--- src/source/sdt_storage_pkg.sv ---
// storage block layout for the autotest sequencer
// block size, start address and valid-block signature
// record length and result block field offsets

`default_nettype none

package sdt_storage_pkg;

  localparam int unsigned BLOCK_BYTES  = 64;
  localparam int unsigned BYTE_CNT_W   = $clog2(BLOCK_BYTES);
  localparam int unsigned BLOCK_ADDR_W = 32;
  localparam logic [BLOCK_ADDR_W-1:0] START_BLOCK = 32'h0010_0000;
  localparam logic [31:0] SIGNATURE = 32'hAABB_CCDD;

  // test record at the head of every read block
  localparam int unsigned RECORD_BYTES = 16;
  localparam int unsigned RECORD_IDX_W = $clog2(RECORD_BYTES);

  // result block offsets with zero bytes after the status
  localparam int unsigned RES_RESULT_OFS = 16;
  localparam int unsigned RES_CYCLES_OFS = 20;
  localparam int unsigned RES_STATUS_OFS = 24;

endpackage

`default_nettype wire

--- src/source/sdt_test_pkg.sv ---
// test side definitions for the autotest sequencer
// operand, result, cycle and counter widths
// timeout limit and status byte bit positions
// test record union with byte and field views

`default_nettype none

package sdt_test_pkg;

  import sdt_storage_pkg::*;

  localparam int unsigned OPERAND_W = 32;
  localparam int unsigned RESULT_W  = 32;
  localparam int unsigned CYCLES_W  = 32;
  localparam int unsigned COUNT_W   = 32;
  localparam int unsigned STATUS_W  = 8;

  localparam logic [CYCLES_W-1:0] TIMEOUT_CYCLES = 32'd200;

  localparam int unsigned STATUS_MISMATCH_BIT = 0;
  localparam int unsigned STATUS_TIMEOUT_BIT  = 1;

  // byte 0 is the first byte on the bus and the msb of the record
  typedef union packed {
    logic [0:RECORD_BYTES-1][7:0] bytes;
    struct packed {
      logic [31:0]          signature;
      logic [OPERAND_W-1:0] operand_a;
      logic [OPERAND_W-1:0] operand_b;
      logic [RESULT_W-1:0]  expected;
    } fields;
  } test_record_u;

endpackage

`default_nettype wire

--- src/source/sdt_control.sv ---
// sequencing FSM of the autotest run
// block address register, read and write requests,
// UUT reset control and strobes to the datapath

`timescale 1ns/1ps
`default_nettype none

module sdt_control
  import sdt_storage_pkg::*;
  import sdt_test_pkg::*;
(
  input  wire                     clk,
  input  wire                     rst,
  input  wire                     start_i,
  input  wire                     rd_gnt_i,
  input  wire                     wr_gnt_i,
  input  wire                     load_done_i,
  input  wire  test_record_u      record_i,
  input  wire                     run_end_i,
  input  wire                     write_done_i,
  output logic                    rd_req_o,
  output logic                    wr_req_o,
  output logic [BLOCK_ADDR_W-1:0] blk_addr_o,
  output logic                    uut_rst_o,
  output logic                    load_start_o,
  output logic                    run_start_o,
  output logic                    check_en_o,
  output logic                    write_start_o,
  output logic                    busy_o,
  output logic                    run_done_o
);

  localparam logic [3:0] S_IDLE    = 4'd0;
  localparam logic [3:0] S_RD_REQ  = 4'd1;
  localparam logic [3:0] S_LOAD    = 4'd2;
  localparam logic [3:0] S_SIG     = 4'd3;
  localparam logic [3:0] S_RUN     = 4'd4;
  localparam logic [3:0] S_CHECK   = 4'd5;
  localparam logic [3:0] S_WR_REQ  = 4'd6;
  localparam logic [3:0] S_WRITE   = 4'd7;
  localparam logic [3:0] S_NEXT    = 4'd8;

  logic [3:0] state_q;
  logic [3:0] state_d;
  logic       sig_ok;

  assign sig_ok = (record_i.fields.signature == SIGNATURE);

  always_ff @(posedge clk) begin
    if (rst) begin
      state_q    <= S_IDLE;
      blk_addr_o <= START_BLOCK;
    end else begin
      state_q <= state_d;
      if (state_q == S_IDLE && start_i) begin
        blk_addr_o <= START_BLOCK;
      end else if (state_q == S_NEXT) begin
        blk_addr_o <= blk_addr_o + 1'b1;
      end
    end
  end

  always_comb begin
    state_d = state_q;
    case (state_q)
      S_IDLE:   if (start_i) state_d = S_RD_REQ;
      S_RD_REQ: if (rd_gnt_i) state_d = S_LOAD;
      S_LOAD:   if (load_done_i) state_d = S_SIG;
      // bad signature ends the run without a write-back
      S_SIG:    state_d = sig_ok ? S_RUN : S_IDLE;
      S_RUN:    if (run_end_i) state_d = S_CHECK;
      S_CHECK:  state_d = S_WR_REQ;
      S_WR_REQ: if (wr_gnt_i) state_d = S_WRITE;
      S_WRITE:  if (write_done_i) state_d = S_NEXT;
      S_NEXT:   state_d = S_RD_REQ;
      default:  state_d = S_IDLE;
    endcase
  end

  assign rd_req_o      = (state_q == S_RD_REQ);
  assign wr_req_o      = (state_q == S_WR_REQ);
  assign uut_rst_o     = (state_q != S_RUN);
  assign load_start_o  = (state_q == S_RD_REQ) && rd_gnt_i;
  assign run_start_o   = (state_q == S_SIG) && sig_ok;
  // result sampled while the UUT is still out of reset
  assign check_en_o    = (state_q == S_RUN) && run_end_i;
  assign write_start_o = (state_q == S_WR_REQ) && wr_gnt_i;
  assign busy_o        = (state_q != S_IDLE);
  assign run_done_o    = (state_q == S_SIG) && !sig_ok;

endmodule

`default_nettype wire

--- src/source/sdt_record_loader.sv ---
// read block receiver
// takes the block byte by byte over valid/ready,
// keeps the leading test record and drops the rest

`timescale 1ns/1ps
`default_nettype none

module sdt_record_loader
  import sdt_storage_pkg::*;
  import sdt_test_pkg::*;
(
  input  wire          clk,
  input  wire          rst,
  input  wire          load_start_i,
  input  wire  [7:0]   rd_data_i,
  input  wire          rd_valid_i,
  output logic         rd_ready_o,
  output logic         load_done_o,
  output test_record_u record_o
);

  logic [BYTE_CNT_W-1:0] byte_cnt;
  logic                  byte_take;

  assign byte_take = rd_ready_o && rd_valid_i;

  always_ff @(posedge clk) begin
    if (rst) begin
      rd_ready_o  <= 1'b0;
      load_done_o <= 1'b0;
      byte_cnt    <= '0;
    end else begin
      load_done_o <= 1'b0;
      if (load_start_i) begin
        rd_ready_o <= 1'b1;
        byte_cnt   <= '0;
      end else if (byte_take) begin
        byte_cnt <= byte_cnt + 1'b1;
        if (byte_cnt == BYTE_CNT_W'(BLOCK_BYTES - 1)) begin
          rd_ready_o  <= 1'b0;
          load_done_o <= 1'b1;
        end
      end
    end
  end

  // filler past the record is consumed only
  always_ff @(posedge clk) begin
    if (byte_take && byte_cnt < RECORD_BYTES) begin
      record_o.bytes[byte_cnt[RECORD_IDX_W-1:0]] <= rd_data_i;
    end
  end

endmodule

`default_nettype wire

--- src/source/sdt_exec_timer.sv ---
// UUT execution timer
// counts run cycles until done or timeout,
// saturating at the timeout limit

`timescale 1ns/1ps
`default_nettype none

module sdt_exec_timer
  import sdt_test_pkg::*;
(
  input  wire                 clk,
  input  wire                 rst,
  input  wire                 run_start_i,
  input  wire                 uut_running_i,
  input  wire                 uut_done_i,
  output logic                run_end_o,
  output logic [CYCLES_W-1:0] exec_cycles_o,
  output logic                timed_out_o
);

  logic active_q;

  always_ff @(posedge clk) begin
    if (rst) begin
      active_q      <= 1'b0;
      run_end_o     <= 1'b0;
      exec_cycles_o <= '0;
      timed_out_o   <= 1'b0;
    end else begin
      run_end_o <= 1'b0;
      if (run_start_i) begin
        active_q      <= 1'b1;
        exec_cycles_o <= '0;
        timed_out_o   <= 1'b0;
      end else if (active_q && uut_running_i) begin
        if (uut_done_i) begin
          run_end_o <= 1'b1;
          active_q  <= 1'b0;
        end else begin
          exec_cycles_o <= exec_cycles_o + 1'b1;
          // last count stops the run and holds the limit
          if (exec_cycles_o == TIMEOUT_CYCLES - 1'b1) begin
            run_end_o   <= 1'b1;
            timed_out_o <= 1'b1;
            active_q    <= 1'b0;
          end
        end
      end
    end
  end

endmodule

`default_nettype wire

--- src/source/sdt_result_check.sv ---
// result checker
// latches the UUT result and status byte,
// counts tests and failing tests

`timescale 1ns/1ps
`default_nettype none

module sdt_result_check
  import sdt_test_pkg::*;
(
  input  wire                 clk,
  input  wire                 rst,
  input  wire                 start_i,
  input  wire                 check_en_i,
  input  wire  [RESULT_W-1:0] uut_result_i,
  input  wire  [RESULT_W-1:0] expected_i,
  input  wire                 timed_out_i,
  output logic [RESULT_W-1:0] result_o,
  output logic [STATUS_W-1:0] status_o,
  output logic [COUNT_W-1:0]  test_count_o,
  output logic [COUNT_W-1:0]  error_count_o
);

  logic [STATUS_W-1:0] status_d;

  always_comb begin
    status_d = '0;
    status_d[STATUS_MISMATCH_BIT] = (uut_result_i != expected_i);
    status_d[STATUS_TIMEOUT_BIT]  = timed_out_i;
  end

  always_ff @(posedge clk) begin
    if (check_en_i) begin
      result_o <= uut_result_i;
      status_o <= status_d;
    end
  end

  always_ff @(posedge clk) begin
    if (rst || start_i) begin
      test_count_o  <= '0;
      error_count_o <= '0;
    end else if (check_en_i) begin
      test_count_o <= test_count_o + 1'b1;
      if (|status_d) begin
        error_count_o <= error_count_o + 1'b1;
      end
    end
  end

endmodule

`default_nettype wire

--- src/source/sdt_result_writer.sv ---
// result block writer
// streams record, UUT result, cycle count, status
// and zero fill over valid/ready

`timescale 1ns/1ps
`default_nettype none

module sdt_result_writer
  import sdt_storage_pkg::*;
  import sdt_test_pkg::*;
(
  input  wire                 clk,
  input  wire                 rst,
  input  wire                 write_start_i,
  input  wire  test_record_u  record_i,
  input  wire  [RESULT_W-1:0] result_i,
  input  wire  [CYCLES_W-1:0] exec_cycles_i,
  input  wire  [STATUS_W-1:0] status_i,
  input  wire                 wr_ready_i,
  output logic [7:0]          wr_data_o,
  output logic                wr_valid_o,
  output logic                write_done_o
);

  logic [BYTE_CNT_W-1:0] byte_cnt;

  // msb first within a 32-bit field
  function automatic logic [7:0] word_byte(input logic [31:0] word, input logic [1:0] idx);
    return word[8 * (3 - idx) +: 8];
  endfunction

  always_ff @(posedge clk) begin
    if (rst) begin
      wr_valid_o   <= 1'b0;
      write_done_o <= 1'b0;
      byte_cnt     <= '0;
    end else begin
      write_done_o <= 1'b0;
      if (write_start_i) begin
        wr_valid_o <= 1'b1;
        byte_cnt   <= '0;
      end else if (wr_valid_o && wr_ready_i) begin
        byte_cnt <= byte_cnt + 1'b1;
        if (byte_cnt == BYTE_CNT_W'(BLOCK_BYTES - 1)) begin
          wr_valid_o   <= 1'b0;
          write_done_o <= 1'b1;
        end
      end
    end
  end

  // counter only moves on a handshake, so the byte holds while stalled
  always_comb begin
    wr_data_o = 8'h00;
    if (byte_cnt < RECORD_BYTES) begin
      wr_data_o = record_i.bytes[byte_cnt[RECORD_IDX_W-1:0]];
    end else if (byte_cnt >= RES_RESULT_OFS && byte_cnt < RES_CYCLES_OFS) begin
      wr_data_o = word_byte(result_i, 2'(byte_cnt - RES_RESULT_OFS));
    end else if (byte_cnt >= RES_CYCLES_OFS && byte_cnt < RES_STATUS_OFS) begin
      wr_data_o = word_byte(exec_cycles_i, 2'(byte_cnt - RES_CYCLES_OFS));
    end else if (byte_cnt == RES_STATUS_OFS) begin
      wr_data_o = status_i;
    end
  end

endmodule

`default_nettype wire

--- src/source/sdt_top.sv ---
// autotest sequencer top level
// control FSM, record loader, execution timer,
// result checker and result block writer

`timescale 1ns/1ps
`default_nettype none

module sdt_top
  import sdt_storage_pkg::*;
  import sdt_test_pkg::*;
(
  input  wire                     clk,
  input  wire                     rst,
  input  wire                     start_i,
  output logic                    rd_req_o,
  input  wire                     rd_gnt_i,
  input  wire  [7:0]              rd_data_i,
  input  wire                     rd_valid_i,
  output logic                    rd_ready_o,
  output logic                    wr_req_o,
  input  wire                     wr_gnt_i,
  output logic [7:0]              wr_data_o,
  output logic                    wr_valid_o,
  input  wire                     wr_ready_i,
  output logic [BLOCK_ADDR_W-1:0] blk_addr_o,
  output logic                    uut_rst_o,
  input  wire                     uut_done_i,
  input  wire  [RESULT_W-1:0]     uut_result_i,
  output logic [OPERAND_W-1:0]    operand_a_o,
  output logic [OPERAND_W-1:0]    operand_b_o,
  output logic                    busy_o,
  output logic                    run_done_o,
  output logic [COUNT_W-1:0]      test_count_o,
  output logic [COUNT_W-1:0]      error_count_o
);

  logic                load_start;
  logic                load_done;
  test_record_u        record;
  logic                run_start;
  logic                run_end;
  logic [CYCLES_W-1:0] exec_cycles;
  logic                timed_out;
  logic                check_en;
  logic [RESULT_W-1:0] result;
  logic [STATUS_W-1:0] status;
  logic                write_start;
  logic                write_done;

  // operands go straight from the loaded record to the UUT
  assign operand_a_o = record.fields.operand_a;
  assign operand_b_o = record.fields.operand_b;

  sdt_control u_control (
    .clk(clk), .rst(rst), .start_i(start_i),
    .rd_gnt_i(rd_gnt_i), .wr_gnt_i(wr_gnt_i),
    .load_done_i(load_done), .record_i(record), .run_end_i(run_end),
    .write_done_i(write_done), .rd_req_o(rd_req_o), .wr_req_o(wr_req_o),
    .blk_addr_o(blk_addr_o), .uut_rst_o(uut_rst_o), .load_start_o(load_start),
    .run_start_o(run_start), .check_en_o(check_en), .write_start_o(write_start),
    .busy_o(busy_o), .run_done_o(run_done_o)
  );

  sdt_record_loader u_loader (
    .clk(clk), .rst(rst), .load_start_i(load_start),
    .rd_data_i(rd_data_i), .rd_valid_i(rd_valid_i), .rd_ready_o(rd_ready_o),
    .load_done_o(load_done), .record_o(record)
  );

  sdt_exec_timer u_timer (
    .clk(clk), .rst(rst), .run_start_i(run_start), .uut_running_i(~uut_rst_o),
    .uut_done_i(uut_done_i), .run_end_o(run_end), .exec_cycles_o(exec_cycles),
    .timed_out_o(timed_out)
  );

  sdt_result_check u_check (
    .clk(clk), .rst(rst), .start_i(start_i), .check_en_i(check_en),
    .uut_result_i(uut_result_i), .expected_i(record.fields.expected),
    .timed_out_i(timed_out), .result_o(result), .status_o(status),
    .test_count_o(test_count_o), .error_count_o(error_count_o)
  );

  sdt_result_writer u_writer (
    .clk(clk), .rst(rst), .write_start_i(write_start), .record_i(record),
    .result_i(result), .exec_cycles_i(exec_cycles), .status_i(status),
    .wr_ready_i(wr_ready_i), .wr_data_o(wr_data_o), .wr_valid_o(wr_valid_o),
    .write_done_o(write_done)
  );

endmodule

`default_nettype wire

--- config.mk ---
export PLATFORM = sky130hd
export DESIGN_NAME = sdt_top
export DESIGN_NICKNAME = d
export VERILOG_FILES = /design/src/source/sdt_storage_pkg.sv /design/src/source/sdt_test_pkg.sv /design/src/source/sdt_control.sv /design/src/source/sdt_record_loader.sv /design/src/source/sdt_exec_timer.sv /design/src/source/sdt_result_check.sv /design/src/source/sdt_result_writer.sv /design/src/source/sdt_top.sv
export SDC_FILE = /design/constraint.sdc
export NUM_CORES = 1
export LEC_CHECK = 0
export BUFFER_PORTS_ARGS = -buffer_cell sky130_fd_sc_hd__buf_2
export CAP_MARGIN = 30
export CORE_MARGIN = 2
export CORE_UTILIZATION = 64
export CTS_BUF_LIST = sky130_fd_sc_hd__clkbuf_8
export DETAILED_ROUTE_END_ITERATION = 8
export HOLD_SLACK_MARGIN = 0.08
export PLACE_DENSITY = 0.88
export SLEW_MARGIN = 20
export SYNTH_ARGS = -nofsm -noshare
export SYNTH_HDL_FRONTEND = slang
export SYNTH_SLANG_ARGS = --single-unit
--- constraint.sdc ---
create_clock -name clk -period 8.3 [get_ports clk]
set_input_delay 1.245 -clock clk [delete_from_list [all_inputs] [get_ports clk]]
set_output_delay 1.245 -clock clk [all_outputs]
set_load 0.01 [all_outputs]
==> impl_table.tex <==
\begin{tabular}{lr}
\hline
Metric & Value \\
\hline
\multicolumn{2}{l}{\textbf{Die}} \\
Overall die height & 154 um \\
Floorplan core area & 22000 sq um \\
Chip Width & 154 um \\
Row Count & 54 \\
I/O pins & 223 \\
Die area & 23700 sq um \\
Starting utilization of the core area & 0.654 \\
\multicolumn{2}{l}{\textbf{Setup path}} \\
Crit path required time & 7.05 ns \\
Worst reg2reg path startpoint & u\_control.state\_q[2] \\
Worst setup path startpoint & u\_writer.byte\_cnt[0] \\
Crit start category & register \\
Ordered list of cells on the worst path & buf\_16 > mux4\_2 > mux4\_2 > inv\_1 > o21ai\_0 > buf\_2 \\
Worst setup path class & reg2out \\
Endpoint class of the critical path & primary output \\
R2R Path End & u\_check.error\_count\_o[23] \\
Crit-path slowest cell & sky130\_fd\_sc\_hd\_\_dfxtp\_4 \\
R2R setup slack & 4.74 ns \\
Critical path fanouts, max & 30 \\
Depth of the worst register-to-register path & 8 \\
Slowest cell delay on critical path & 0.63 ns \\
Data arrival time at the worst-slack endpoint & 3.01 ns \\
Most repeated library cell on the critical path & sky130\_fd\_sc\_hd\_\_mux4\_2 \\
End of the critical path & wr\_data\_o[7] \\
\multicolumn{2}{l}{\textbf{Clock network}} \\
Count of H-tree levels built during CTS & 2 \\
Num CTS Buffers & 49 \\
Count of instances resized after the clock tree is built & 0 \\
\# clock sinks & 313 \\
Post-CTS setup buffer count & 0 \\
Clock tree from TritonCTS & yes \\
Maximum buffer depth of the clock tree & 3 \\
CTS hold repair buffers & 0 \\
Clock tree root driver cell & sky130\_fd\_sc\_hd\_\_clkbuf\_8 \\
Clock-pin slew on the worst setup and hold paths & 0.06 ns \\
Worst-skew pair later-pin latency & 0.62 ns \\
\multicolumn{2}{l}{\textbf{Power}} \\
NetSw & 710 uW \\
Clock network fraction of design power & 0.443 \\
P per Cell Area & 192 nW/um\^{}2 \\
Static power due to leakage & 0.00593 uW \\
Worst voltage drop across the vdd grid & 155 uV \\
Design internal power & 2440 uW \\
Switching part of the total & 0.226 \\
Share of total power in sequential cells & 0.523 \\
Portion of total power attributed to combinational logic & 0.034 \\
\multicolumn{2}{l}{\textbf{Layout}} \\
Ratio of cells with drive above 1 in the final layout & 0.255 \\
Net total in the final layout & 1476 \\
Area overhead of the layout relative to synthesis & 13.8\% \\
\multicolumn{2}{l}{\textbf{STA}} \\
Worst hold slack across all endpoints & 0.481 ns \\
Ratio of final minimum period to clock period & 0.513 \\
Min Tclk post-route & 4.26 ns \\
Clk\_skew & 0.0515 ns \\
Hold violation total from the final report & 0 \\
Worst-margin pin slew & 0.947 ns \\
Maximum clock frequency & 235 MHz \\
Setup violators final & 0 \\
Unrepaired setup endpoints after global routing & no \\
Relative slew margins & 0.366 \\
Max-slew violation count & 0 \\
Fin Setup TNS & 0 ns \\
\multicolumn{2}{l}{\textbf{Synth}} \\
Primary flip-flop cell chosen by synthesis mapping & sky130\_fd\_sc\_hd\_\_edfxtp\_1 \\
Sequential-to-total area share from yosys stat & 0.549 \\
Flip-flop and latch count after synthesis & 313 \\
Post-synth EDFFs & 162 \\
Top cell types by occurrence after synthesis & 162 x sky130\_fd\_sc\_hd\_\_edfxtp\_1, 151 x sky130\_fd\_sc\_hd\_\_dfxtp\_1, 144 x sky130\_fd\_sc\_hd\_\_nor2\_1, 75 x sky130\_fd\_sc\_hd\_\_xor2\_1, 72 x sky130\_fd\_sc\_hd\_\_nand2\_1 \\
Post-synthesis async set-or-reset flop share & 0 \\
Most area-hungry cell type in the Yosys netlist & sky130\_fd\_sc\_hd\_\_edfxtp\_1 \\
Number of instances in the synthesized netlist & 1245 \\
Synthesis Warnings & 0 \\
Syn\_area\_per\_cell & 11.5 sq um \\
Top-count cell post-synth & sky130\_fd\_sc\_hd\_\_edfxtp\_1 \\
Cell types occupying the most area after synthesis & sky130\_fd\_sc\_hd\_\_edfxtp\_1 34\%, sky130\_fd\_sc\_hd\_\_dfxtp\_1 21\%, sky130\_fd\_sc\_hd\_\_mux4\_2 8.8\%, sky130\_fd\_sc\_hd\_\_xor2\_1 4.6\%, sky130\_fd\_sc\_hd\_\_nor2\_1 3.8\% \\
Cell area after synthesis & 14400 sq um \\
Fraction of synthesized cell area taken by the top area cell type & 0.339 \\
Count of different cell masters after synthesis & 56 \\
Synthesized Nets & 1303 \\
\multicolumn{2}{l}{\textbf{Global routing}} \\
Pin count of the biggest net entering global routing & 54 \\
Congestion Overflow GR & 0 \\
GRT Overall Usage & 0.299 \\
Initial antenna violation count & 6 \\
Vias in the first global route & 10.2k \\
Wire length of the first global-routing pass & 55600 um \\
\multicolumn{2}{l}{\textbf{Drt}} \\
Total vias in the final route & 10.7k \\
Remaining number of nets flagged by the antenna check after routing & 0 \\
Drt wl/cell & 20.2 um \\
Post-detailed-route via-to-cell ratio & 6.13 \\
First-pass detailed-route iteration total & 6 \\
Number of DRC markers in iteration 0 & 923 \\
Final routed DRC violation total & 0 \\
Total length of routed wires & 35200 um \\
\multicolumn{2}{l}{\textbf{Placed design}} \\
Half-perimeter wire length after detailed placement & 24300 um \\
Global placement routability congestion & 0.962 \\
IO Port Bufs & 222 \\
\multicolumn{2}{l}{\textbf{Flow run}} \\
\# Max-Cap Violations & 0 \\
\multicolumn{2}{l}{\textbf{Min path}} \\
Hold Path Stages & 2 \\
Path category of the worst min-delay check & reg2reg \\
\multicolumn{2}{l}{\textbf{Outcome}} \\
Result of the run & complete, no violations \\
\hline
\end{tabular}
[state kept, by name, summed over array words and instances (netlist names), 4 cells and up]
register	cells
u_check.test_count_o	32
u_control.state_q	4
u_timer.exec_cycles_o	32
u_writer.byte_cnt	6
u_check.result_o	32
u_check.error_count_o	32
u_loader.record_o	128
u_loader.byte_cnt	6
u_control.blk_addr_o	32
[final cells by class]
type	count	area, sq um
clock buffers	51	702
well taps	280	350
fillers	1450	5610
clock inverters	39	355
flip-flops and latches	313	7890
inverters	33	124
diodes	6	15.0
repair buffers	235	1230
multi-input cells	786	5680
[per-stage QoR]
stage / power [uW] / std cells / area, sq um / worst slack (ns) / utilization
floorplan: 1730 / 1245 / 14400 / 4.87 / -
global placement: 1780 / 1638 / 15200 / 4.43 / 0.692
detailed placement: 1780 / 1645 / 15200 / 4.50 / 0.694
CTS: 3160 / 1735 / 16300 / 3.87 / 0.742
global route: 3230 / 1743 / 16300 / 3.91 / 0.744
finish: 3150 / 1743 / 16300 / 4.04 / 0.744
[placed cells by master, fill, tap and decap left out, types with 10 or more instances in the layout]
cell type / instances
sky130_fd_sc_hd__nand2_1: 72
sky130_fd_sc_hd__and4_1: 15
sky130_fd_sc_hd__nor2_1: 144
sky130_fd_sc_hd__ha_1: 10
sky130_fd_sc_hd__mux4_2: 56
sky130_fd_sc_hd__xor2_1: 75
sky130_fd_sc_hd__nor3_1: 36
sky130_fd_sc_hd__nand3_1: 45
sky130_fd_sc_hd__xnor2_1: 56
sky130_fd_sc_hd__or3_1: 27
sky130_fd_sc_hd__edfxtp_1: 162
sky130_fd_sc_hd__buf_2: 227
sky130_fd_sc_hd__or4_1: 12
sky130_fd_sc_hd__a21oi_1: 45
sky130_fd_sc_hd__nand4_1: 36
sky130_fd_sc_hd__nor4_1: 18
sky130_fd_sc_hd__inv_1: 52
sky130_fd_sc_hd__nor2b_1: 12
sky130_fd_sc_hd__o21ai_0: 35
sky130_fd_sc_hd__clkbuf_8: 51
sky130_fd_sc_hd__dfxtp_1: 149
sky130_fd_sc_hd__and3_1: 26
[metal layers]
| layer | up-vias | global-route usage | part of all wire |
|---|---|---|---|
| li1 | 4851 | - | - |
| met1 | 5138 | 0.387 | 0.38 |
| met2 | 582 | 0.502 | 0.49 |
| met3 | 109 | 0.0541 | 0.089 |
| met4 | 0 | 0.126 | 0.039 |
| met5 | - | 0 | 0 |
[power by group through the flow]
stage | combinational [uW] | sequential [uW] | clock [uW]
floorplan | 61.0 | 1670 | 0
global placement | 99.8 | 1680 | 0
detailed placement | 104 | 1680 | 0
CTS | 105 | 1650 | 1410
global route | 115 | 1650 | 1470
finish | 106 | 1650 | 1390
[kinds of logic (layout without fill, tap and decap cells)]
kind of cell	Yosys count	after routing	share of synthesized area
and+or+nand+nor	477	477	0.173
xor gates and xnor gates	131	131	0.0799
muxes	60	60	0.0906
other	0	6	0
buffers and inverters	146	358	0.0559
adders and majority gates	10	10	0.00871
AOI/OAI and AO/OA	108	108	0.0430
DFF	313	313	0.549
[worst min-delay path by stage]
stage	from	to	slack [ns]
finish	u_check.error_count_o[31]	u_check.error_count_o[31]	0.48
global route	u_check.error_count_o[31]	u_check.error_count_o[31]	0.53
CTS	u_check.error_count_o[31]	u_check.error_count_o[31]	0.49
detailed placement	u_check.error_count_o[31]	u_check.error_count_o[31]	0.48
global placement	u_check.error_count_o[31]	u_check.error_count_o[31]	0.46
floorplan	u_timer.active_q	u_timer.run_end_o	0.44
[critical path, delay by kind of cell, from the launching register on]
| family | cells | cell delay (ns) |
|---|---|---|
| buf+inv | 3 | 0.55 |
| compound gates | 1 | 0.14 |
| flops | 1 | 0.63 |
| mux | 2 | 1.09 |
No activity file was read; power rests on OpenSTA's default activity.
